==> config.mk <==
export PLATFORM = sky130hd
export DESIGN_NAME = reg_file
export DESIGN_NICKNAME = d
export VERILOG_FILES = /design/src/logic/core_pkg.sv /design/src/logic/reg_file.sv
export SDC_FILE = /design/constraint.sdc
export NUM_CORES = 2
export LEC_CHECK = 0
export BUFFER_PORTS_ARGS = -buffer_cell sky130_fd_sc_hd__clkbuf_2
export CORE_UTILIZATION = 52
export CTS_BUF_LIST = sky130_fd_sc_hd__clkbuf_8
export DETAILED_ROUTE_END_ITERATION = 7
export PLACE_DENSITY = 0.71
export SYNTH_ARGS = -nofsm -noshare
export SYNTH_HDL_FRONTEND = slang
export SYNTH_SLANG_ARGS = --single-unit
export TNS_END_PERCENT = 20
==> constraint.sdc <==
create_clock -name clk -period 3.9 [get_ports clk]
set_input_delay 0.585 -clock clk [delete_from_list [all_inputs] [get_ports clk]]
set_output_delay 0.585 -clock clk [all_outputs]
set_load 0.01 [all_outputs]
==> src/logic/core_pkg.sv <==
// core package: shared word types, datapath select enums and retire record
package core_pkg;

  typedef logic [31:0] word;
  typedef logic [4:0] r;

  // next pc source
  typedef enum logic [1:0] {
    PC_PLUS4,
    PC_BRANCH,
    PC_JAL,
    PC_JALR
  } pc_mux_t;

  typedef enum logic [1:0] {
    ALU,
    MEM,
    PC4
  } wb_data_mux_t;

  typedef enum logic {
    RS1,
    PC
  } alu_a_mux_t;

  typedef enum logic {
    RS2,
    IMM
  } alu_b_mux_t;

  // low eight codes line up with funct3
  typedef enum logic [3:0] {
    ADD    = 4'd0,
    SLL    = 4'd1,
    SLT    = 4'd2,
    SLTU   = 4'd3,
    XOR    = 4'd4,
    SR     = 4'd5,
    OR     = 4'd6,
    AND    = 4'd7,
    PASS_B = 4'd8
  } alu_op_t;

  typedef enum logic [2:0] {
    BEQ  = 3'b000,
    BNE  = 3'b001,
    BLT  = 3'b100,
    BGE  = 3'b101,
    BLTU = 3'b110,
    BGEU = 3'b111
  } branch_t;

  typedef struct packed {
    word pc;
    word next_pc;
    r    rd;
    word wb_value;
  } retire_t;

endpackage
==> src/logic/reg_file.sv <==
// register file: 32 x 32 bit, two async read ports, one write port, x0 fixed
`timescale 1ns/1ps

module reg_file import core_pkg::*; (
  input  logic clk,
  input  logic rst_n,
  input  r     rs1,
  input  r     rs2,
  output word  rs1_data,
  output word  rs2_data,
  input  logic write_enable,
  input  r     wb_r,
  input  word  wb_data
);

  word regs [32];

  always_ff @(posedge clk) begin
    if (!rst_n) begin
      for (int i = 0; i < 32; i++) begin
        regs[i] <= '0;
      end
    end else if (write_enable && (wb_r != '0)) begin
      regs[wb_r] <= wb_data;
    end
  end

  // old value visible in the write cycle
  assign rs1_data = (rs1 == '0) ? '0 : regs[rs1];
  assign rs2_data = (rs2 == '0) ? '0 : regs[rs2];

endmodule

# Word level (Yosys, flattened, before mapping)
# Memory sizes are Yosys's and may differ from the RTL's.
# Index checks and enable logic that the tools add are counted.
dict set report totals {
  register_bits 0
  ramBits 1024
  in_bits 50
  output_inout_bits 64
  elab_cells 15
  n_memories 1
}
# name depth word_bits read_ports rd_ports_with_merged_regs wr line_no
set memory_table {}
lappend memory_table {regs 32 32 2 0 32 reg_file.sv:16} ;# word regs [32];
dict set report op_classes {
  n_mux 9
  reduce_logical 5
}
# op n
set op_table {}
lappend op_table {{two-way mux 32 bit} 3}
lappend op_table {{OR reduction 32 bit} 1}
lappend op_table {{zero test 5 bit} 2}
lappend op_table {{two-way mux 1 bit} 5}
lappend op_table {{two-way mux 5 bit} 1}
lappend op_table {{nonzero test 5 bit} 1}
lappend op_table {{logical AND 1 bit} 1}

# Depth between registers and ports, before layout
dict set report logic_depth {
  depth_word 7
  depth_mapped 9
  depth_no_buf 4
}

# Worst setup path after synthesis
# Ideal clock, no wire load.
dict set report synth_path {
  path_type {input to register}
  start {input rst_n}
  end {memory regs[24][0] (netlist bit) (enable)}
  setup_ns 0.466
  arrival_ns 3.655
  required_ns 3.434
  slack_ns -0.221
  stages 5
  n_path_buf 2
  path_cell_list {buf_2 > nand2_1 > or3_1 > clkbuf_1 > o21ai_0}
}
# item line_no
set synth_rtl {}
lappend synth_rtl {{start: declaration} reg_file.sv:6} ;# input logic rst_n,
lappend synth_rtl {{end: declaration} reg_file.sv:16}

==> impl_metrics.toml <==
[sta]
hold_viol_final = 0
final_max_slew_viol_count = 0
tightest_slew_ns = 1.26
slew_headroom_pct = 16.2
post-route-min-period_ns = 3.88
rsz0062_at_grt = "false"
finalCritPeriodShare_pct = 99.4
tns_ns = 0
setup_viol = 0
clock.fmax_mhz = 258

[clocking]
cts_setup_buffers = 0
clkTransAtPathRegs_ns = 0.07
cts_resized = 0
postCtsHoldBufs = 0
cts_tree = "yes"
ctsLongestPathBuffers = 3
h-tree-depth = 4
cts.sinks = 1024
numCtsBuffers = 164
cts_root_buf = "clkbuf_8"

[route]
m1WireLength_um = 63700
top_layer_used = "met5"
met2_wirelength_um = 79800
first_iter_violations = 5285
dr_total_vias = 34700
drt_pre_antenna_iters = 7
vias_per_cell = 6.75
routedWlPerCell_um = 33.4
routed_wl_um = 172000
route.met3.wl_um = 20000
drc_errors = 0
postRouteAntennaNets = 0

[die]
die_w_um = 325
pin_count = 114
rows = 118
die_h_um = 325
coreArea_mm2 = 0.103
dieArea_mm2 = 0.106
start_util_pct = 52.4

[min_path]
hp-class = "input pin to register"
hold_start = "rst_n"
holdPathStages = 2

[global_routing]
globalRouteOverflowTotal = 0
grt_pass1_vias = 34800
grt_pass1_wl_um = 245000
grt_max_degree = 62
grt_util_all_layers_pct = 32.5
antenna_found_initial = 9

[synthesis]
ys_ff_latch = 1024
ys.flop_type = "edfxtp_1"
synth_cells = 3509
synth_edf_count = 1024
synth_warnings = 0
async_flop_share_pct = 0
yosysSeqAreaShare_pct = 56.7
netlist_area_mm2 = 0.0542
avgSynthCellArea_um2 = 15.4
yosysUniqueCellTypes = 41

[power_and_ir_drop]
power.density_mw_per_mm2 = 417
vdd_ir_drop_max_mv = 0.293
leakage_nw = 21.0

[setup_path]
critPathMaxFanout = 2
path_class = "register to primary output"
cp-start-kind = "register"
worst_setup_path_end_kind = "primary output"
cp_slowest_cell = "a221oi_1"
critPathRequiredTime_ns = 3.31
cp-startpoint = "regs[13][16]"
worstPathArrival_ns = 3.29
cp_cell_sequence = "mux4_2 -> a221oi_1 -> o21ai_0 -> and3_1 -> clkbuf_2"
endpoint = "rs2_data[16]"
slowest_delay_ns = 0.66

[layout]
instances_no_fill = 5137
area_growth_pct = 11.3
nets = 3670
top_regs = "regs (1024)"
largest_register_ffs = 1024
layout.core_utilization_pct = 58.3
final_layout_size_suffix_gt1_share_pct = 28.8
largest_register = "regs"

[outcome]
status = "finished, final reports clean"

[run]
maxCapViolCount = 0

[placed_design]
post-dp-hpwl_um = 101000
dp_cells = 4834
gp_congestion = 0.882
numPortBuffers = 113
stage by stage:
stage	worst slack [ns]	total power [mW]	hold WS (ns)	instance area [um^2]
after floorplan	-0.221	15.1	0.783	54300
after global placement	0.368	16.4	1.18	57300
after detailed placement	0.336	16.4	1.18	57300
after CTS	0.156	25.1	0.288	60300
after global routing	0.0670	25.8	0.327	60300
final	0.0223	25.2	0.353	60400
critical path, delay by kind of cell, from the launching register on:
kind                   cells  cell delay [ns]
multiplexers               1             0.48
AO/OA/AOI/OAI              2             1.00
buffers and inverters      1             0.17
AND/OR/NAND/NOR            1             0.37
flip-flops                 1             0.42
cells in the mapped netlist, drive strengths merged, types with 3 or more instances:
cell type | count | share of area, %
and2 | 996 | 11
mux2i | 154 | 2.8
mux4 | 470 | 20
mux2 | 30 | 0.62
edfxtp | 1024 | 57
or3b | 3 | 0.048
a2111oi | 29 | 0.50
nor2 | 36 | 0.25
nor2b | 15 | 0.17
o22ai | 79 | 0.91
a221oi | 3 | 0.048
nand2b | 6 | 0.069
nor3 | 54 | 0.50
a22oi | 18 | 0.25
o21ai | 33 | 0.30
o221ai | 27 | 0.44
or3 | 3 | 0.035
buf | 113 | 1.4
nand2 | 9 | 0.062
nand3b | 5 | 0.069
a22o | 51 | 0.82
nor4 | 8 | 0.092
a211oi | 34 | 0.47
clkbuf | 275 | 1.9
a21oi | 10 | 0.092
nand3 | 5 | 0.046
a32o | 4 | 0.074
layout by cell type (no fill, tap or decap), types with 34 or more instances in the layout:
master,Yosys,routed
edfxtp_1,1024,1024
and2_1,996,995
mux4_2,470,470
clkbuf_8,0,167
buf_4,37,155
mux2i_1,154,154
clkbuf_2,0,105
o22ai_1,79,79
nor3_1,54,54
inv_1,2,54
a22o_1,51,51
clkinv_1,0,41
buf_12,0,37
a211oi_1,34,34
logic make-up after synthesis:
family	count (synthesis)	synth area share (%)
AO/OA/AOI/OAI	291	3.96
buffers and inverters	390	3.33
flip-flops	1024	56.7
multiplexers	654	23.0
other	1	0.00692
AND/OR/NAND/NOR	1149	13.0
cell type report:
| cell class | instances | area (um^2) |
|---|---|---|
| Antenna cell | 7 | 17.5 |
| Clock buffer | 167 | 2300 |
| Clock inverter | 129 | 746 |
| Fill cell | 7871 | 43100 |
| Inverter | 2 | 7.51 |
| Multi-Input combinational cell | 2126 | 22300 |
| Sequential cell | 1024 | 30700 |
| Tap cell | 1380 | 1730 |
| Timing Repair Buffer | 302 | 2500 |
worst min-delay path by stage:
stage                              to  slack (ns)
after floorplan           regs[1][31]        0.78
after global placement    regs[13][1]        1.18
after detailed placement  regs[13][1]        1.18
after CTS                 regs[13][7]        0.29
after global routing      regs[13][7]        0.33
final                     regs[13][7]        0.35
per-layer routing:
layer  up-vias  track usage, %
met4        10            15.4
met1     17800            44.2
li1      13900               -
met3       447            7.37
met2      2548            50.1
met5         -               0
report_power, final:
group	total, mW	internal (mW)	switching, mW	leakage, nW
sequential	13.1	12.7	0.327	9.75
clock	8.89	4.41	4.48	1.75
combinational	3.24	1.39	1.85	9.54
(Power assumes the default switching activity.)
