**src/logic/core_pkg.sv**
```systemverilog
// core package: shared word types, datapath select enums and retire record
package core_pkg;

  typedef logic [31:0] word;
  typedef logic [4:0] r;

  // next pc source
  typedef enum logic [1:0] {
    PC_PLUS4,
    PC_BRANCH,
    PC_JAL,
    PC_JALR
  } pc_mux_t;

  typedef enum logic [1:0] {
    ALU,
    MEM,
    PC4
  } wb_data_mux_t;

  typedef enum logic {
    RS1,
    PC
  } alu_a_mux_t;

  typedef enum logic {
    RS2,
    IMM
  } alu_b_mux_t;

  // low eight codes line up with funct3
  typedef enum logic [3:0] {
    ADD    = 4'd0,
    SLL    = 4'd1,
    SLT    = 4'd2,
    SLTU   = 4'd3,
    XOR    = 4'd4,
    SR     = 4'd5,
    OR     = 4'd6,
    AND    = 4'd7,
    PASS_B = 4'd8
  } alu_op_t;

  typedef enum logic [2:0] {
    BEQ  = 3'b000,
    BNE  = 3'b001,
    BLT  = 3'b100,
    BGE  = 3'b101,
    BLTU = 3'b110,
    BGEU = 3'b111
  } branch_t;

  typedef struct packed {
    word pc;
    word next_pc;
    r    rd;
    word wb_value;
  } retire_t;

endpackage
```
**src/logic/decoder.sv**
```systemverilog
// instruction decoder: RV32I field split, immediates and datapath control
`timescale 1ns/1ps

module decoder import core_pkg::*; (
  input  word          instr,
  output pc_mux_t      pc_mux_sel,
  output wb_data_mux_t wb_data_mux_sel,
  output r             wb_r,
  output logic         wb_write_enable,
  output alu_a_mux_t   alu_a_mux_sel,
  output alu_b_mux_t   alu_b_mux_sel,
  output alu_op_t      alu_op,
  output logic         sub_arith,
  output word          imm,
  output r             rs1,
  output r             rs2,
  output branch_t      branch_cond,
  output logic         dmem_write_enable
);

  // base opcode map
  typedef enum logic [6:0] {
    OP_LUI    = 7'b0110111,
    OP_AUIPC  = 7'b0010111,
    OP_JAL    = 7'b1101111,
    OP_JALR   = 7'b1100111,
    OP_BRANCH = 7'b1100011,
    OP_LOAD   = 7'b0000011,
    OP_STORE  = 7'b0100011,
    OP_ALUI   = 7'b0010011,
    OP_ALU    = 7'b0110011,
    OP_FENCE  = 7'b0001111,
    OP_CSR    = 7'b1110011
  } op_t;

  logic [6:0] opcode;
  logic [2:0] funct3;
  word        imm_i;
  word        imm_s;
  word        imm_b;
  word        imm_u;
  word        imm_j;

  assign opcode = instr[6:0];
  assign funct3 = instr[14:12];
  assign rs1    = instr[19:15];
  assign rs2    = instr[24:20];
  assign wb_r   = instr[11:7];

  assign imm_i = {{20{instr[31]}}, instr[31:20]};
  assign imm_s = {{20{instr[31]}}, instr[31:25], instr[11:7]};
  assign imm_b = {{19{instr[31]}}, instr[31], instr[7], instr[30:25], instr[11:8], 1'b0};
  assign imm_u = {instr[31:12], 12'b0};
  assign imm_j = {{11{instr[31]}}, instr[31], instr[19:12], instr[20], instr[30:21], 1'b0};

  always_comb begin
    // no-op unless an opcode below says otherwise
    pc_mux_sel        = PC_PLUS4;
    wb_data_mux_sel   = ALU;
    wb_write_enable   = 1'b0;
    alu_a_mux_sel     = RS1;
    alu_b_mux_sel     = RS2;
    alu_op            = ADD;
    sub_arith         = 1'b0;
    imm               = imm_i;
    branch_cond       = branch_t'(funct3);
    dmem_write_enable = 1'b0;

    case (opcode)
      OP_LUI: begin
        imm             = imm_u;
        alu_b_mux_sel   = IMM;
        alu_op          = PASS_B;
        wb_write_enable = 1'b1;
      end
      OP_AUIPC: begin
        imm             = imm_u;
        alu_a_mux_sel   = PC;
        alu_b_mux_sel   = IMM;
        wb_write_enable = 1'b1;
      end
      OP_JAL: begin
        imm             = imm_j;
        pc_mux_sel      = PC_JAL;
        wb_data_mux_sel = PC4;
        wb_write_enable = 1'b1;
      end
      OP_JALR: begin
        // target comes out of the alu as rs1 + imm
        alu_b_mux_sel   = IMM;
        pc_mux_sel      = PC_JALR;
        wb_data_mux_sel = PC4;
        wb_write_enable = 1'b1;
      end
      OP_BRANCH: begin
        imm        = imm_b;
        pc_mux_sel = PC_BRANCH;
      end
      OP_LOAD: begin
        // LW only, other widths fall through as no-ops
        if (funct3 == 3'b010) begin
          alu_b_mux_sel   = IMM;
          wb_data_mux_sel = MEM;
          wb_write_enable = 1'b1;
        end
      end
      OP_STORE: begin
        imm = imm_s;
        if (funct3 == 3'b010) begin
          alu_b_mux_sel     = IMM;
          dmem_write_enable = 1'b1;
        end
      end
      OP_ALUI: begin
        alu_b_mux_sel   = IMM;
        alu_op          = alu_op_t'({1'b0, funct3});
        // SRAI only, addi has no subtract form
        sub_arith       = (funct3 == 3'b101) && instr[30];
        wb_write_enable = 1'b1;
      end
      OP_ALU: begin
        alu_op          = alu_op_t'({1'b0, funct3});
        sub_arith       = instr[30] && ((funct3 == 3'b000) || (funct3 == 3'b101));
        wb_write_enable = 1'b1;
      end
      OP_FENCE, OP_CSR: begin
        // retire as no-op
      end
      default: begin
      end
    endcase
  end

endmodule

```
**config.mk**
```make
export PLATFORM = sky130hd
export DESIGN_NAME = decoder
export DESIGN_NICKNAME = d
export VERILOG_FILES = /design/src/logic/core_pkg.sv /design/src/logic/decoder.sv
export SDC_FILE = /design/constraint.sdc
export NUM_CORES = 1
export LEC_CHECK = 0
export ABC_AREA = 1
export BUFFER_PORTS_ARGS = -buffer_cell sky130_fd_sc_hd__buf_2
export CORE_ASPECT_RATIO = 1.25
export CORE_UTILIZATION = 25
export DETAILED_ROUTE_END_ITERATION = 7
export MAX_ROUTING_LAYER = met4
export PLACE_DENSITY_LB_ADDON = 0.08
export REMOVE_ABC_BUFFERS = 1
export SYNTH_ARGS = -nofsm -noshare
export SYNTH_HDL_FRONTEND = slang
export SYNTH_SLANG_ARGS = --single-unit
```
**constraint.sdc**
```tcl
create_clock -name vclk -period 1.1
set_input_delay 0.22 -clock vclk [all_inputs]
set_output_delay 0.22 -clock vclk [all_outputs]
set_load 0.01 [all_outputs]
```
# Word level (Yosys, flattened, before mapping)
# Cells that the tools add are included.
word_totals:
  ff_bits: 0
  out_inout_bits: 63
classes:
  mux: 11
  reduce_logical: 10
  n_eq_ne: 11
op_table:
  columns: ["cell", "count"]
  rows:
  - ["31-bit one-hot mux with 4 select lines", 1]
  - ["7-bit by 6-bit == test with 1-bit output (second input constant)", 3]
  - ["7-bit == test (second input constant)", 3]
  - ["7-bit by 5-bit == test with 1-bit output (second input constant)", 2]
  - ["4-bit one-hot mux with 2 select lines", 1]
  - ["2-bit OR reduction", 4]
  - ["7-bit by 2-bit == test with 1-bit output (second input constant)", 1]
  - ["1-bit one-hot mux with 2 select lines", 3]
  - ["2-bit one-hot mux with 3 select lines", 1]
  - ["6-bit OR reduction", 1]
  - ["1-bit 2-to-1 mux", 4]
  - ["2-bit one-hot mux with 2 select lines", 1]
  - ["4-bit OR reduction", 1]
  - ["3-bit by 2-bit == test with 1-bit output (second input constant)", 1]
  - ["3-bit == test (second input constant)", 1]
  - ["3-bit zero test", 1]
  - ["1-bit logical AND", 2]
  - ["1-bit logical OR", 1]

# Longest topological paths before layout
logic_depth:
  word_depth: 4
  depth_mapped: 8

# Least setup slack after synthesis
# OpenSTA, ideal clock, no wires.
synth_path:
  kind: "input -> output"
  startpoint: "input port instr[1]"
  endpoint: "output port dmem_write_enable"
  n_path_buf: 0
  slack_ns: -0.161
  required_ns: 0.880
  cell_stages: 4
  arrival_ns: 1.041
  path_cell_list: "nand2_2 -> nor2_2 -> nand2_1 -> nor4_1"
synth_via:
  elab_chain_len: 2
synth_lines:
  columns: ["item", "line_no", "source"]
  rows:
  - ["start: declaration", "decoder.sv:5", "input word instr,"]
  - ["7-bit by 6-bit == test with 1-bit output", "decoder.sv:69", "case (opcode)"]
  - ["1-bit 2-to-1 mux", "decoder.sv:69", null]
  - ["end: declaration", "decoder.sv:18", "output logic dmem_write_enable"]
# Every way passes these cells.

# Worst setup path after layout
layout_path:
  startpoint: "input port instr[4]"
  endpoint: "output port imm[0]"
layout_via:
  elab_chain_len: 3
  word_cells_on_any_way: 7
  classes_between: "eq/ne: 5; mux: 1; reduce/logical: 1"
layout_lines:
  columns: ["item", "line_no", "source"]
  rows:
  - ["7-bit by 5-bit == test with 1-bit output or 7-bit by 6-bit == test with 1-bit output (tied branches)", "decoder.sv:69", null]
  - ["2-bit OR reduction (no line)", null, null]
  - ["31-bit one-hot mux with 4 select lines *", "decoder.sv:69", null]
  - ["end: declaration", "decoder.sv:14", "output word imm,"]
# Every way passes the cells marked *; elsewhere a longest branch is shown, timed or not.

==> impl_results.md <==
* First-pass GRT wire length at 5660 um
* Clk network pwr share at 0
* Hold Violations, Final at 0
* Peak VDD IR at 0.128 mV
* Synthesis-to-layout area growth at 96.2%
* Area of placed instances at 0.00165 mm^2
* Largest net degree at the start of global routing at 12
* Worst-path cell chain: buf_8 > inv_8 > nand2_4 > nor2_4 > buf_12 > nand2_4 > buf_6 > nand4_1 > nand2_1 > buf_2
* Worst EP arrival at 1170 ps
* Routed vias/inst at 4.39
* Crit path max-delay cell type: buf_2
* Final setup margin at -290 ps
* Hold_buf cts at 0
* Crit-path leading delay family: buffers and inverters
* Non-Filler Instances at 354
* Switching pwr at 0.000324 W
* GR peak layer: met2
* Final Max Slew Viols at 0
* Yosys top cell by area: nand2_1
* # clk buffers at 0
* Met3 GRT Util at 0.00174
* Core ar. at 0.00388 mm^2
* Die W at 59.8 um
* Top cell type's share of synthesized area at 0.155
* P_int at 0.000285 W
* Die height at 74.2 um
* CP bufs+invs at 5
* Met2 usage at 0.309
* Power Total at 0.000608 W
* Layout cells sized above 1 at 0.657
* Dpl cells at 347
* GRT overflow at 0
* Yosys warning total at 0
* Failing checks: negative setup slack
* Pwr dens at 297 mW/mm^2
* Fin crit period at 1390 ps
* Register Area at 0 um^2
* RSZ-0062 raised after global routing: true
* Crit path kind: input pin to primary output
* Max-cap violations at 0
* Worst-Margin Slew at 209 ps
* Max Freq at 719 MHz
* Crit path largest cell delay at 140 ps
* Crit path required time at 880 ps
* Crit path max fanout at 6
* Setup crit start: instr[4]
* Seq pwr share at 0
* Global Route met1 Usage at 0.202
* Initial core utilization at 0.269
* Status: finished, violations left
* Port buffer count at 95
* Antenna violations before repair at 0
* WHS at 644 ps
* Drt total wl at 3770 um
* Sequential cell count at 0
* Place WS at -355 ps
* Syn_area_per_cell at 5.46 um^2
* Combinational share of power at 1.000
* Count of different cell masters after synthesis at 20
* Ranking of synthesized cells by area: nand2_1, buf_4, nand3_1
* Vias at 1,554
* Placer Congestion at 0.805
* DRT iter0 DRCs at 37
* Total GRT Usage at 0.163
* Fin nets at 334
* Tcrit/Tclk final at 1.26
* Synth Cell Area at 0.00104 mm^2
* Most common cell on crit path: nand2_4
* Switching Share at 0.532
* WL/cell at 10.6 um
* Slew Limit Headroom at 0.859
* Site Rows at 25
* Kind of end point of the critical path: primary output
* Leakage at 1.15 nW
* Detailed placement HPWL at 2950 um
* Final setup viols at 44
* Routed Antenna Nets at 0
* Final instance area at 0.00205 mm^2
* Diode count at 0
* Hold WC Path Type: input pin to primary output
* Total die area at 0.00444 mm^2
* First-pass DRT Iterations at 4
* Stages on the worst setup path at 10
* Critical Path Sink: imm[0]
* Synthesized instance count at 191
* Seq/Total Area, Yosys at 0
* Number of global-route vias before repair at 1,302
* Critical path launch point type: input pin
* Residual DRC count at 0
* I/O pin count at 95
-- power by group through the flow --
stage	Clock [W]	Sequential, W	Combinational (W)
floorplan	0	0	0.000193
global placement	0	0	0.000503
detailed placement	0	0	0.000502
CTS	0	0	0.000594
global route	0	0	0.000660
finish	0	0	0.000608
-- worst min-delay path by stage --
stage          depth (start not counted)  slack (ps)      start        endpoint
6_report                               2         640   instr[9]         wb_r[2]
5_1_grt                                2         660   instr[9]         wb_r[2]
4_1_cts                                2         640   instr[9]         wb_r[2]
3_5_place_dp                           2         640   instr[8]         wb_r[1]
3_3_place_gp                           2         640   instr[8]         wb_r[1]
2_1_floorplan                          0         440  instr[12]  branch_cond[0]
-- area by class of cell --
cell class / instances / area [um^2]
multi-input cells: 138 / 911
repair buffers: 133 / 935
well taps: 54 / 67.6
fillers: 420 / 1830
inverters: 29 / 134
-- synthesized netlist by cell type (2+ instances only) --
master / instances
inv_1: 24
nand4_1: 6
o21ai_2: 12
nor2_1: 29
buf_4: 20
nor3_1: 2
nand2_1: 43
nand3_1: 24
nand2_2: 4
buf_6: 5
inv_2: 5
o21ai_0: 4
nor2_4: 6
-- timing repair --
action	4_1_cts	5_1_grt
pin swaps	21	9
cloned	1	0
setup buffers	5	1
gates resized for setup	73	20
setup endpoints to repair	44	44
-- metal layers --
metal / routed length (um) / vias to the layer above
met4: 0 / 0
li1: - / 804
met2: 1940 / 71
met1: 1590 / 679
met5: 0 / -
met3: 245 / 0
-- per-stage QoR --
step           utilization  TNS [ps]
6_report             0.528     -9220
5_1_grt              0.528    -11930
4_1_cts              0.506     -9340
3_5_place_dp         0.424    -13300
3_3_place_gp         0.424    -12970
2_1_floorplan            -    -19610
-- cell families after synthesis --
group,Yosys count,share of synthesized area
AO/OA/AOI/OAI,17,0.128
buffers and inverters,54,0.302
AND/OR/NAND/NOR,120,0.570
-- placed cells by master (no fill, tap or decap) --
cell type	count
nand2_8	2
o21ai_2	14
inv_6	1
nand2_2	4
nand2_4	9
nand3_4	1
o21ai_1	1
nor2_2	3
buf_2	84
nand3_1	19
buf_12	3
nand4_4	1
inv_4	5
nor4_1	1
buf_6	21
nor2_4	10
inv_2	4
nand2_1	34
buf_4	21
nor3_2	2
inv_8	1
o21ai_0	1
nand4_1	6
a21oi_2	1
nand3_2	6
inv_1	18
buf_8	4
nor2_1	23
(Power assumes the default switching activity.)
