**src/logic/core_pkg.sv**
```systemverilog
// core package: shared word types, datapath select enums and retire record
package core_pkg;

  typedef logic [31:0] word;
  typedef logic [4:0] r;

  // next pc source
  typedef enum logic [1:0] {
    PC_PLUS4,
    PC_BRANCH,
    PC_JAL,
    PC_JALR
  } pc_mux_t;

  typedef enum logic [1:0] {
    ALU,
    MEM,
    PC4
  } wb_data_mux_t;

  typedef enum logic {
    RS1,
    PC
  } alu_a_mux_t;

  typedef enum logic {
    RS2,
    IMM
  } alu_b_mux_t;

  // low eight codes line up with funct3
  typedef enum logic [3:0] {
    ADD    = 4'd0,
    SLL    = 4'd1,
    SLT    = 4'd2,
    SLTU   = 4'd3,
    XOR    = 4'd4,
    SR     = 4'd5,
    OR     = 4'd6,
    AND    = 4'd7,
    PASS_B = 4'd8
  } alu_op_t;

  typedef enum logic [2:0] {
    BEQ  = 3'b000,
    BNE  = 3'b001,
    BLT  = 3'b100,
    BGE  = 3'b101,
    BLTU = 3'b110,
    BGEU = 3'b111
  } branch_t;

  typedef struct packed {
    word pc;
    word next_pc;
    r    rd;
    word wb_value;
  } retire_t;

endpackage
```
**src/logic/alu.sv**
```systemverilog
// alu: add/sub, shifts, compares, logic ops and operand pass-through
`timescale 1ns/1ps

module alu import core_pkg::*; (
  input  word     a,
  input  word     b,
  input  alu_op_t op,
  input  logic    sub_arith,
  output word     result
);

  logic [4:0] shamt;

  assign shamt = b[4:0];

  always_comb begin
    case (op)
      ADD:    result = sub_arith ? a - b : a + b;
      SLL:    result = a << shamt;
      SLT:    result = {31'b0, $signed(a) < $signed(b)};
      SLTU:   result = {31'b0, a < b};
      XOR:    result = a ^ b;
      SR: begin
        if (sub_arith) begin
          result = $signed(a) >>> shamt;
        end else begin
          result = a >> shamt;
        end
      end
      OR:     result = a | b;
      AND:    result = a & b;
      // lui
      PASS_B: result = b;
      default: result = '0;
    endcase
  end

endmodule

```
**config.mk**
```make
export PLATFORM = sky130hd
export DESIGN_NAME = alu
export DESIGN_NICKNAME = d
export VERILOG_FILES = /design/src/logic/core_pkg.sv /design/src/logic/alu.sv
export SDC_FILE = /design/constraint.sdc
export NUM_CORES = 1
export LEC_CHECK = 0
export CAP_MARGIN = 0
export CORE_MARGIN = 2
export CORE_UTILIZATION = 35
export DETAILED_ROUTE_END_ITERATION = 10
export DONT_BUFFER_PORTS = 1
export GPL_TIMING_DRIVEN = 0
export PLACE_DENSITY = 0.54
export SYNTH_ARGS = -nofsm -noshare
export SYNTH_HDL_FRONTEND = slang
export SYNTH_SLANG_ARGS = --single-unit
```
**constraint.sdc**
```tcl
create_clock -name vclk -period 6.1
set_input_delay 1.22 -clock vclk [all_inputs]
set_output_delay 1.22 -clock vclk [all_outputs]
set_load 0.01 [all_outputs]
```
======== Word-level counts from Yosys, hierarchy flattened ========
Index checks and enable logic that the tools add are counted.
word-level totals
  logic and storage cells ................. 22
  input bits .............................. 69
  output and inout port bits .............. 32
  bits in registers ....................... 0
cells by class
  bitwise gates (word level) .............. 3
  multiplexer cells ....................... 3
  $lt $le $gt $ge ......................... 2
  eq/ne operators ......................... 8
  shift-type cells ........................ 3
  $add $sub $neg .......................... 2
  reductions and logical operators ........ 1
operators with widths
  operator              number
  $pmux W32 S9          1
  $lt A32 B32 Y1        2
  $mux W32              2
  $add A32 B32 Y32      1
  $and A32 B32 Y32      1
  $or A32 B32 Y32       1
  $shl A32 B5 Y32       1
  $shr A32 B5 Y32       1
  $sshr A32 B5 Y32      1
  $sub A32 B32 Y32      1
  $xor A32 B32 Y32      1
  $eq A4 B3 Y1 const B  4
  $eq A4 B2 Y1 const B  2
  $eq A4 B1 Y1 const B  1
  $eq A4 B4 Y1 const B  1
  $logic_not A4 Y1      1

======== Logic depth before layout (Yosys ltp) ========
Gate-level depths: netlist (run 1).
  depth after elaboration ................. 3
  gate-level depth with buffers ........... 16
  mapped depth without buffers ............ 12

======== Worst setup path after synthesis (run 1) ========
OpenSTA, ideal clock, no wires.
  path type ............................... input -> output
  start point ............................. input port b[3]
  end point ............................... output port result[29]
  buffers on the path ..................... 4
  data required time ...................... 4880 ps
  data arrival time ....................... 4692 ps
  stages on the path ...................... 15
  slack ................................... 188 ps
  cells stage by stage .................... clkbuf_1 -> clkinv_1 -> clkbuf_1 -> clkbuf_1 -> ha_1 -> buf_2 -> nor3b_1 -> nor3_1 -> a211oi_1 -> a211oi_1 -> o221ai_1 -> o41ai_1 -> o221ai_1 -> mux2i_1 -> nor3_1
between the ends
  word-level cells in the longest chain between the ends .. 3
  elaborated cells between the ends (all ways) .. 8
  those cells by class .................... add/sub (2); shift (3); mux (3)
RTL lines
  element                                   line                  text
  from (decl)                               alu.sv:6              input word b,
  $add A32 B32 Y32 (tied with other cells)  alu.sv:18             ADD: result = sub_arith ? a - b : a + b;
  $mux W32 (on tied branches)               alu.sv:18, alu.sv:24
  $pmux W32 S9 (*)                          alu.sv:17             case (op)
  to (decl)                                 alu.sv:9              output word result
Every way passes the cells marked *; elsewhere a longest branch is shown, timed or not.

======== Worst setup path in the final report (run 1) ========
  start point ............................. input port b[1]
  end point ............................... output port result[30]
Same word-level chain as after synthesis.

==> impl_metrics.sql, run 1 <==
INSERT INTO impl_metrics (metric_group, metric, value, unit) VALUES
('worst_hold_path', 'min_from', 'b[7]', ''),
('route', 'detailroute.via_count', '10900', ''),
('layout', 'clock_buffer_count', '0', ''),
('sta', 'slew-limit-headroom', '11.5', '%'),
('critical_path', 'worst_path_largest_cell_delay', '840', 'ps'),
('clocking', 'postCtsHoldBufs', '0', ''),
('place', 'placement.io_buffers', '0', ''),
('route', 'ant_nets', '0', ''),
('die', 'io_pins', '101', ''),
('layout', 'register_area', '0', 'sq um'),
('sta', 'final_max_slew_viols', '0', ''),
('layout', 'share_of_layout_cells_above_drive_strength_1', '8.52', '%'),
('route', 'drc', '0', ''),
('synthesis', 'sequential_share_of_the_synthesized_area', '0', '%'),
('grt', 'global_route_wire_length_before_repair', '68900', 'um'),
('critical_path', 'critical_path.endpoint_type', 'primary output', ''),
('sta', 'timing.hold.ws', '2750', 'ps'),
('critical_path', 'cp_top_family', 'compound AO/OA/AOI/OAI gates', ''),
('layout', 'finish.cell_count_without_fillers', '1564', ''),
('place', 'finalWeightedCongestion', '1.08', ''),
('synthesis', 'synthesis.area', '8430', 'sq um'),
('grt', 'global_route.overflow_total', '0', ''),
('sta', 'timing.fmax', '165', 'MHz'),
('die', 'rows', '56', ''),
('route', 'drt_first_pass_iters', '6', ''),
('grt', 'met3_usage', '6.12', '%'),
('grt', 'grt.met1_usage', '48.2', '%'),
('critical_path', 'critical_path_buf_inv_count', '5', ''),
('synthesis', 'synth_top_area_share', '14.6', '%'),
('power', 'seqPwrFrac', '0', '%'),
('worst_hold_path', 'timing.hold.worst_path_depth', '4', ''),
('place', 'half_perimeter_wire_length_after_placement', '38800', 'um'),
('critical_path', 'critical_path.startpoint_type', 'primary input', ''),
('power', 'intPower', '0.297', 'mW'),
('grt', 'grt_util_met2', '57.3', '%'),
('layout', 'flow.area_growth_from_synthesis', '6.25', '%'),
('run_status', 'status', 'finished clean', ''),
('synthesis', 'postSynthNetCount', '1413', ''),
('sta', 'slew_at_the_pin_closest_to_its_max_slew_limit', '1320', 'ps'),
('grt', 'global_route.usage.total', '35.6', '%'),
('power', 'clock_share_of_power', '0', '%'),
('layout', 'nets', '1415', ''),
('layout', 'layout.filler_cells', '2651', ''),
('sta', 'setup_tns', '0', 'ps'),
('sta', 'setup_repair_after_global_routing_missed_its_margin', 'no', ''),
('synthesis', 'yosysUniqueCellTypes', '71', ''),
('grt', 'number_of_global_route_vias_before_repair', '10200', ''),
('synthesis', 'synth.area.top_cells', 'sky130_fd_sc_hd__ha_1 15%, sky130_fd_sc_hd__mux4_2 9.9%, sky130_fd_sc_hd__o21ai_0 7.8%, sky130_fd_sc_hd__mux2i_1 7.0%, sky130_fd_sc_hd__nor2_1 6.6%', ''),
('route', 'detail_route.wl_per_cell', '30.5', 'um'),
('die', 'floorplan.die_area', '25300', 'sq um'),
('critical_path', 'timing.critical_path.arrival', '4850', 'ps'),
('flow_run', 'maxCapViolations', '0', ''),
('power', 'power_switching_share', '66.4', '%'),
('power', 'p_comb_share', '100.0', '%'),
('synthesis', 'ys_top_cells_by_count', '148 x sky130_fd_sc_hd__nor2_1, 132 x sky130_fd_sc_hd__o21ai_0, 98 x sky130_fd_sc_hd__ha_1', ''),
('power', 'p_sw', '0.587', 'mW'),
('die', 'initial_core_util', '35.8', '%'),
('synthesis', 'post_synth_inst_count', '1244', ''),
('die', 'die_y', '159', 'um'),
('critical_path', 'critical_path.cell_chain', 'clkbuf_2 > buf_6 > buf_4 > buf_2 > buf_2 > mux2i_1 > mux2i_1 > o21ai_0 > mux2i_1 > a21oi_1 > o211ai_1', ''),
('place', 'placed_cells_incl_taps', '1563', ''),
('power', 'static-leakage-power', '3.69', 'nW'),
('critical_path', 'critical-path-slowest-cell', 'sky130_fd_sc_hd__o21ai_0', ''),
('synthesis', 'syn-mean-instance-area', '6.77', 'sq um'),
('grt', 'antenna_found_initial', '0', ''),
('route', 'drt_first_iter_violations', '1580', ''),
('power', 'power_density', '98.7', 'nW/um^2'),
('grt', 'gr-max-usage-layer', 'met2', ''),
('power', 'vdd_ir_drop_max', '0.0463', 'mV'),
('grt', 'grt_max_degree', '29', ''),
('worst_hold_path', 'hp-class', 'primary input to primary output', '');
[through the flow]
stage          area [sq um]  util [%]  total power, mW  setup WS [ps]
4_1_cts                8920      37.9            0.840          -46.8
6_report               8950      38.0            0.884           29.3
3_3_place_gp           8820      37.5            0.828          -2020
2_1_floorplan          8430         -            0.565            188
3_5_place_dp           8830      37.5            0.823          -2010
5_1_grt                8950      38.0            0.925           13.3
[what timing repair did]
action / 4_1_cts / 5_1_grt
pin swaps: 3 / 3
resized for setup: 22 / 14
setup buffers: 5 / 0
setup endpoints to repair: 27 / 17
[cell families (layout without fill, tap and decap cells)]
kind of cell | after synthesis | count (layout) | share of synthesized area [%]
AOI/OAI and AO/OA | 456 | 456 | 35.6
and+or+nand+nor | 366 | 366 | 19.9
buffers and inverters | 195 | 195 | 9.15
muxes | 101 | 101 | 17.6
adders and majority gates | 100 | 100 | 15.0
xor gates and xnor gates | 26 | 26 | 2.70
other | 0 | 1 | 0
[power groups by stage]
| stage | Combinational, mW | Sequential [mW] | Clock, mW |
|---|---|---|---|
| finish | 0.884 | 0 | 0.0000000222 |
| global route | 0.925 | 0 | 0 |
| CTS | 0.840 | 0 | 0 |
| detailed placement | 0.823 | 0 | 0 |
| global placement | 0.828 | 0 | 0 |
| floorplan | 0.565 | 0 | 0 |
[cell usage in the layout (no fill, tap or decap), types with 5 or more instances in the layout]
cell type / n
sky130_fd_sc_hd__a211o_1: 16
sky130_fd_sc_hd__a211oi_1: 14
sky130_fd_sc_hd__a21o_1: 13
sky130_fd_sc_hd__a21oi_1: 94
sky130_fd_sc_hd__a221o_1: 7
sky130_fd_sc_hd__a221oi_1: 15
sky130_fd_sc_hd__a222oi_1: 18
sky130_fd_sc_hd__a22oi_1: 13
sky130_fd_sc_hd__a31oi_1: 13
sky130_fd_sc_hd__and3_1: 7
sky130_fd_sc_hd__buf_1: 10
sky130_fd_sc_hd__buf_2: 22
sky130_fd_sc_hd__buf_4: 8
sky130_fd_sc_hd__clkbuf_1: 56
sky130_fd_sc_hd__ha_1: 98
sky130_fd_sc_hd__inv_1: 89
sky130_fd_sc_hd__mux2_2: 5
sky130_fd_sc_hd__mux2i_1: 59
sky130_fd_sc_hd__mux4_2: 37
sky130_fd_sc_hd__nand2_1: 80
sky130_fd_sc_hd__nand2b_1: 14
sky130_fd_sc_hd__nand3_1: 18
sky130_fd_sc_hd__nand4_1: 7
sky130_fd_sc_hd__nor2_1: 148
sky130_fd_sc_hd__nor2b_1: 14
sky130_fd_sc_hd__nor3_1: 30
sky130_fd_sc_hd__nor4_1: 9
sky130_fd_sc_hd__o211ai_1: 25
sky130_fd_sc_hd__o21ai_0: 129
sky130_fd_sc_hd__o21ai_1: 9
sky130_fd_sc_hd__o21bai_1: 16
sky130_fd_sc_hd__o221ai_1: 12
sky130_fd_sc_hd__o22ai_1: 9
sky130_fd_sc_hd__o311ai_0: 5
sky130_fd_sc_hd__o31ai_1: 6
sky130_fd_sc_hd__or2_2: 7
sky130_fd_sc_hd__or3_1: 17
sky130_fd_sc_hd__xnor2_1: 20
sky130_fd_sc_hd__xor2_1: 6
[worst max path at each step]
stage                     from          to  cells past startpoint
after floorplan           b[3]  result[29]                     15
after global placement    b[3]   result[0]                     15
after detailed placement  b[3]   result[0]                     15
after CTS                 b[3]   result[0]                     15
after global routing      b[3]   result[0]                     15
final                     b[1]  result[30]                     11
[metal layers]
metal | up-vias | wire length, um
li1 | 4656 | -
met1 | 5281 | 19200
met2 | 832 | 20900
met3 | 146 | 5290
met4 | 0 | 2280
met5 | - | 0
[final cells by class]
type / count / area, sq um / share of cell area [%]
diodes: 1 / 2.50 / 0.0280
plain buffers: 97 / 429 / 4.79
inverters: 93 / 362 / 4.04
multi-input cells: 1049 / 7720 / 86.3
well taps: 319 / 399 / 4.46
repair buffers: 5 / 37.5 / 0.419
Note: power is estimated with default switching activity, not from simulation.
==> run 2, diff against run 1 <==
REMOVE_ABC_BUFFERS = 1   (was not set)
SETUP_SLACK_MARGIN = 0.05   (was not set)
clock period = 7.3 ns   (was 6.1 ns; I/O delays follow)
==> impl_metrics.sql, run 2 (synthesis gave the netlist of run 1 again) <==
INSERT INTO impl_metrics (metric_group, metric, value, unit) VALUES
('grt', 'number_of_global_route_vias_before_repair', '9210', ''),
('route', 'wirelength', '37400', 'um'),
('die', 'rows', '56', ''),
('sta', 'final_max_slew_viols', '0', ''),
('route', 'ant_nets', '0', ''),
('sta', 'hold_viol', '0', ''),
('sta', 'slew-limit-headroom', '9.31', '%'),
('grt', 'grt_max_degree', '107', ''),
('route', 'drt_first_iter_violations', '1254', ''),
('critical_path', 'timing_worst_setup_path_type', 'primary input to primary output', ''),
('run_status', 'status', 'finished clean', ''),
('layout', 'nets', '1324', ''),
('layout', 'layout.sequential_cells', '0', ''),
('die', 'io_pins', '101', ''),
('critical_path', 'critical_path.endpoint_type', 'primary output', ''),
('worst_hold_path', 'worst_hold_path.endpoint', 'result[0]', ''),
('route', 'drc', '0', ''),
('die', 'die_y', '159', 'um'),
('layout', 'layout.filler_cells', '2619', ''),
('sta', 'setup_repair_after_global_routing_missed_its_margin', 'no', ''),
('sta', 'timing.fmax', '142', 'MHz'),
('sta', 'post_route_clock_period_utilization', '96.2', '%'),
('place', 'placement.io_buffers', '0', ''),
('worst_hold_path', 'hp-class', 'primary input to primary output', ''),
('power', 'static-leakage-power', '3.52', 'nW'),
('place', 'half_perimeter_wire_length_after_placement', '28700', 'um'),
('route', 'detailroute.via_count', '9864', ''),
('layout', 'area_taken_by_multi_input_logic_gates', '7690', 'sq um'),
('clocking', 'post_cts.repair.setup_buffers', '0', ''),
('grt', 'global_route.overflow_total', '0', ''),
('sta', 'final_period_minus_worst_setup_slack', '7020', 'ps'),
('power', 'vdd_ir_drop_max', '0.0238', 'mV'),
('grt', 'global_route_wire_length_before_repair', '57300', 'um'),
('die', 'core_area', '23500', 'sq um'),
('layout', 'mostFrequentLayoutCell', 'sky130_fd_sc_hd__nor2_1', ''),
('worst_hold_path', 'timing.hold.worst_path_depth', '2', ''),
('layout', 'flow.area_growth_from_synthesis', '1.56', '%'),
('grt', 'antenna_found_initial', '0', ''),
('sta', 'setup_viol', '0', ''),
('power', 'power_density', '71.9', 'nW/um^2'),
('die', 'dieWidth', '159', 'um'),
('critical_path', 'critical_path.startpoint_type', 'primary input', ''),
('flow_run', 'maxCapViolations', '0', ''),
('layout', 'layout.cells.most_common_list', '148 x sky130_fd_sc_hd__nor2_1, 132 x sky130_fd_sc_hd__o21ai_0, 98 x sky130_fd_sc_hd__ha_1', ''),
('die', 'initial_core_util', '35.8', '%'),
('layout', 'register_area', '0', 'sq um'),
('route', 'detail_route.wl_per_cell', '25.4', 'um'),
('place', 'finalWeightedCongestion', '0.996', ''),
('route', 'drt_first_pass_iters', '6', ''),
('critical_path', 'crit_required', '5840', 'ps'),
('sta', 'slew_at_the_pin_closest_to_its_max_slew_limit', '1360', 'ps'),
('critical_path', 'timing.critical_path.arrival', '5560', 'ps'),
('layout', 'share_of_layout_cells_above_drive_strength_1', '6.76', '%'),
('worst_hold_path', 'min_from', 'b[4]', ''),
('layout', 'postLayoutCellArea', '8560', 'sq um'),
('grt', 'global_route.usage.total', '28.2', '%'),
('layout', 'clock_buffer_count', '0', ''),
('critical_path', 'crit_path_max_fanout', '65', ''),
('layout', 'antenna_cells', '0', ''),
('die', 'floorplan.die_area', '25300', 'sq um'),
('layout', 'fin_util', '36.3', '%'),
('route', 'drt-vias-per-instance', '6.70', ''),
('sta', 'timing.hold.ws', '3210', 'ps'),
('place', 'place_area', '8550', 'sq um');
[run 2: how the worst max path moves through the flow]
stage               start         end  cells past startpoint
global placement    op[0]  result[27]                      5
floorplan           op[0]  result[29]                      6
CTS                  b[2]   result[0]                     11
detailed placement   b[3]  result[29]                     11
finish               b[3]   result[0]                     11
global route         b[3]  result[29]                     11
[run 2: what timing repair did]
item / CTS / global route
setup endpoints to repair: 9 / 2
hold buffers: 0 / 0
resized for setup: 2 / 2
[run 2: power by group]
part	total (mW)	internal, mW	switching [mW]
clock	0	0	0
sequential	0	0	0
combinational	0.615	0.234	0.381
total	0.615	0.234	0.381
[run 2: final cells by class]
type,instances,area share [%]
multi-input combinational,1049,89.9
tap,319,4.66
inverter,93,4.12
timing repair buffer,11,1.33
[run 2: stage by stage]
stage	setup TNS (ps)	setup WS [ps]	cells	total power, mW
6_report	0	279	1472	0.615
5_1_grt	0	119	1472	0.664
4_1_cts	0	228	1472	0.599
3_5_place_dp	-2310	-623	1472	0.595
3_3_place_gp	-52960	-2280	1461	0.592
2_1_floorplan	0	976	1142	0.436
[run 2: worst max-delay path: stages]
cell and delay (ps):
sky130_fd_sc_hd__clkinv_2 450, sky130_fd_sc_hd__ha_1 700, sky130_fd_sc_hd__nor2_1 80, sky130_fd_sc_hd__a211oi_1 400
sky130_fd_sc_hd__o211ai_1 290, sky130_fd_sc_hd__a211oi_2 550, sky130_fd_sc_hd__o21ai_1 280, sky130_fd_sc_hd__a211o_1 350
sky130_fd_sc_hd__a21o_1 250, sky130_fd_sc_hd__a2111oi_0 450, sky130_fd_sc_hd__nand4b_1 250
[run 2: routing by layer]
layer / track usage, % / up-vias / share of wire, % / wire [um]
li1: - / 4483 / - / -
met1: 40.5 / 4692 / 43 / 16000
met2: 43.9 / 614 / 43 / 16200
met3: 4.30 / 75 / 11 / 4070
met4: 7.81 / 0 / 3.2 / 1210
met5: 0 / - / 0 / 0
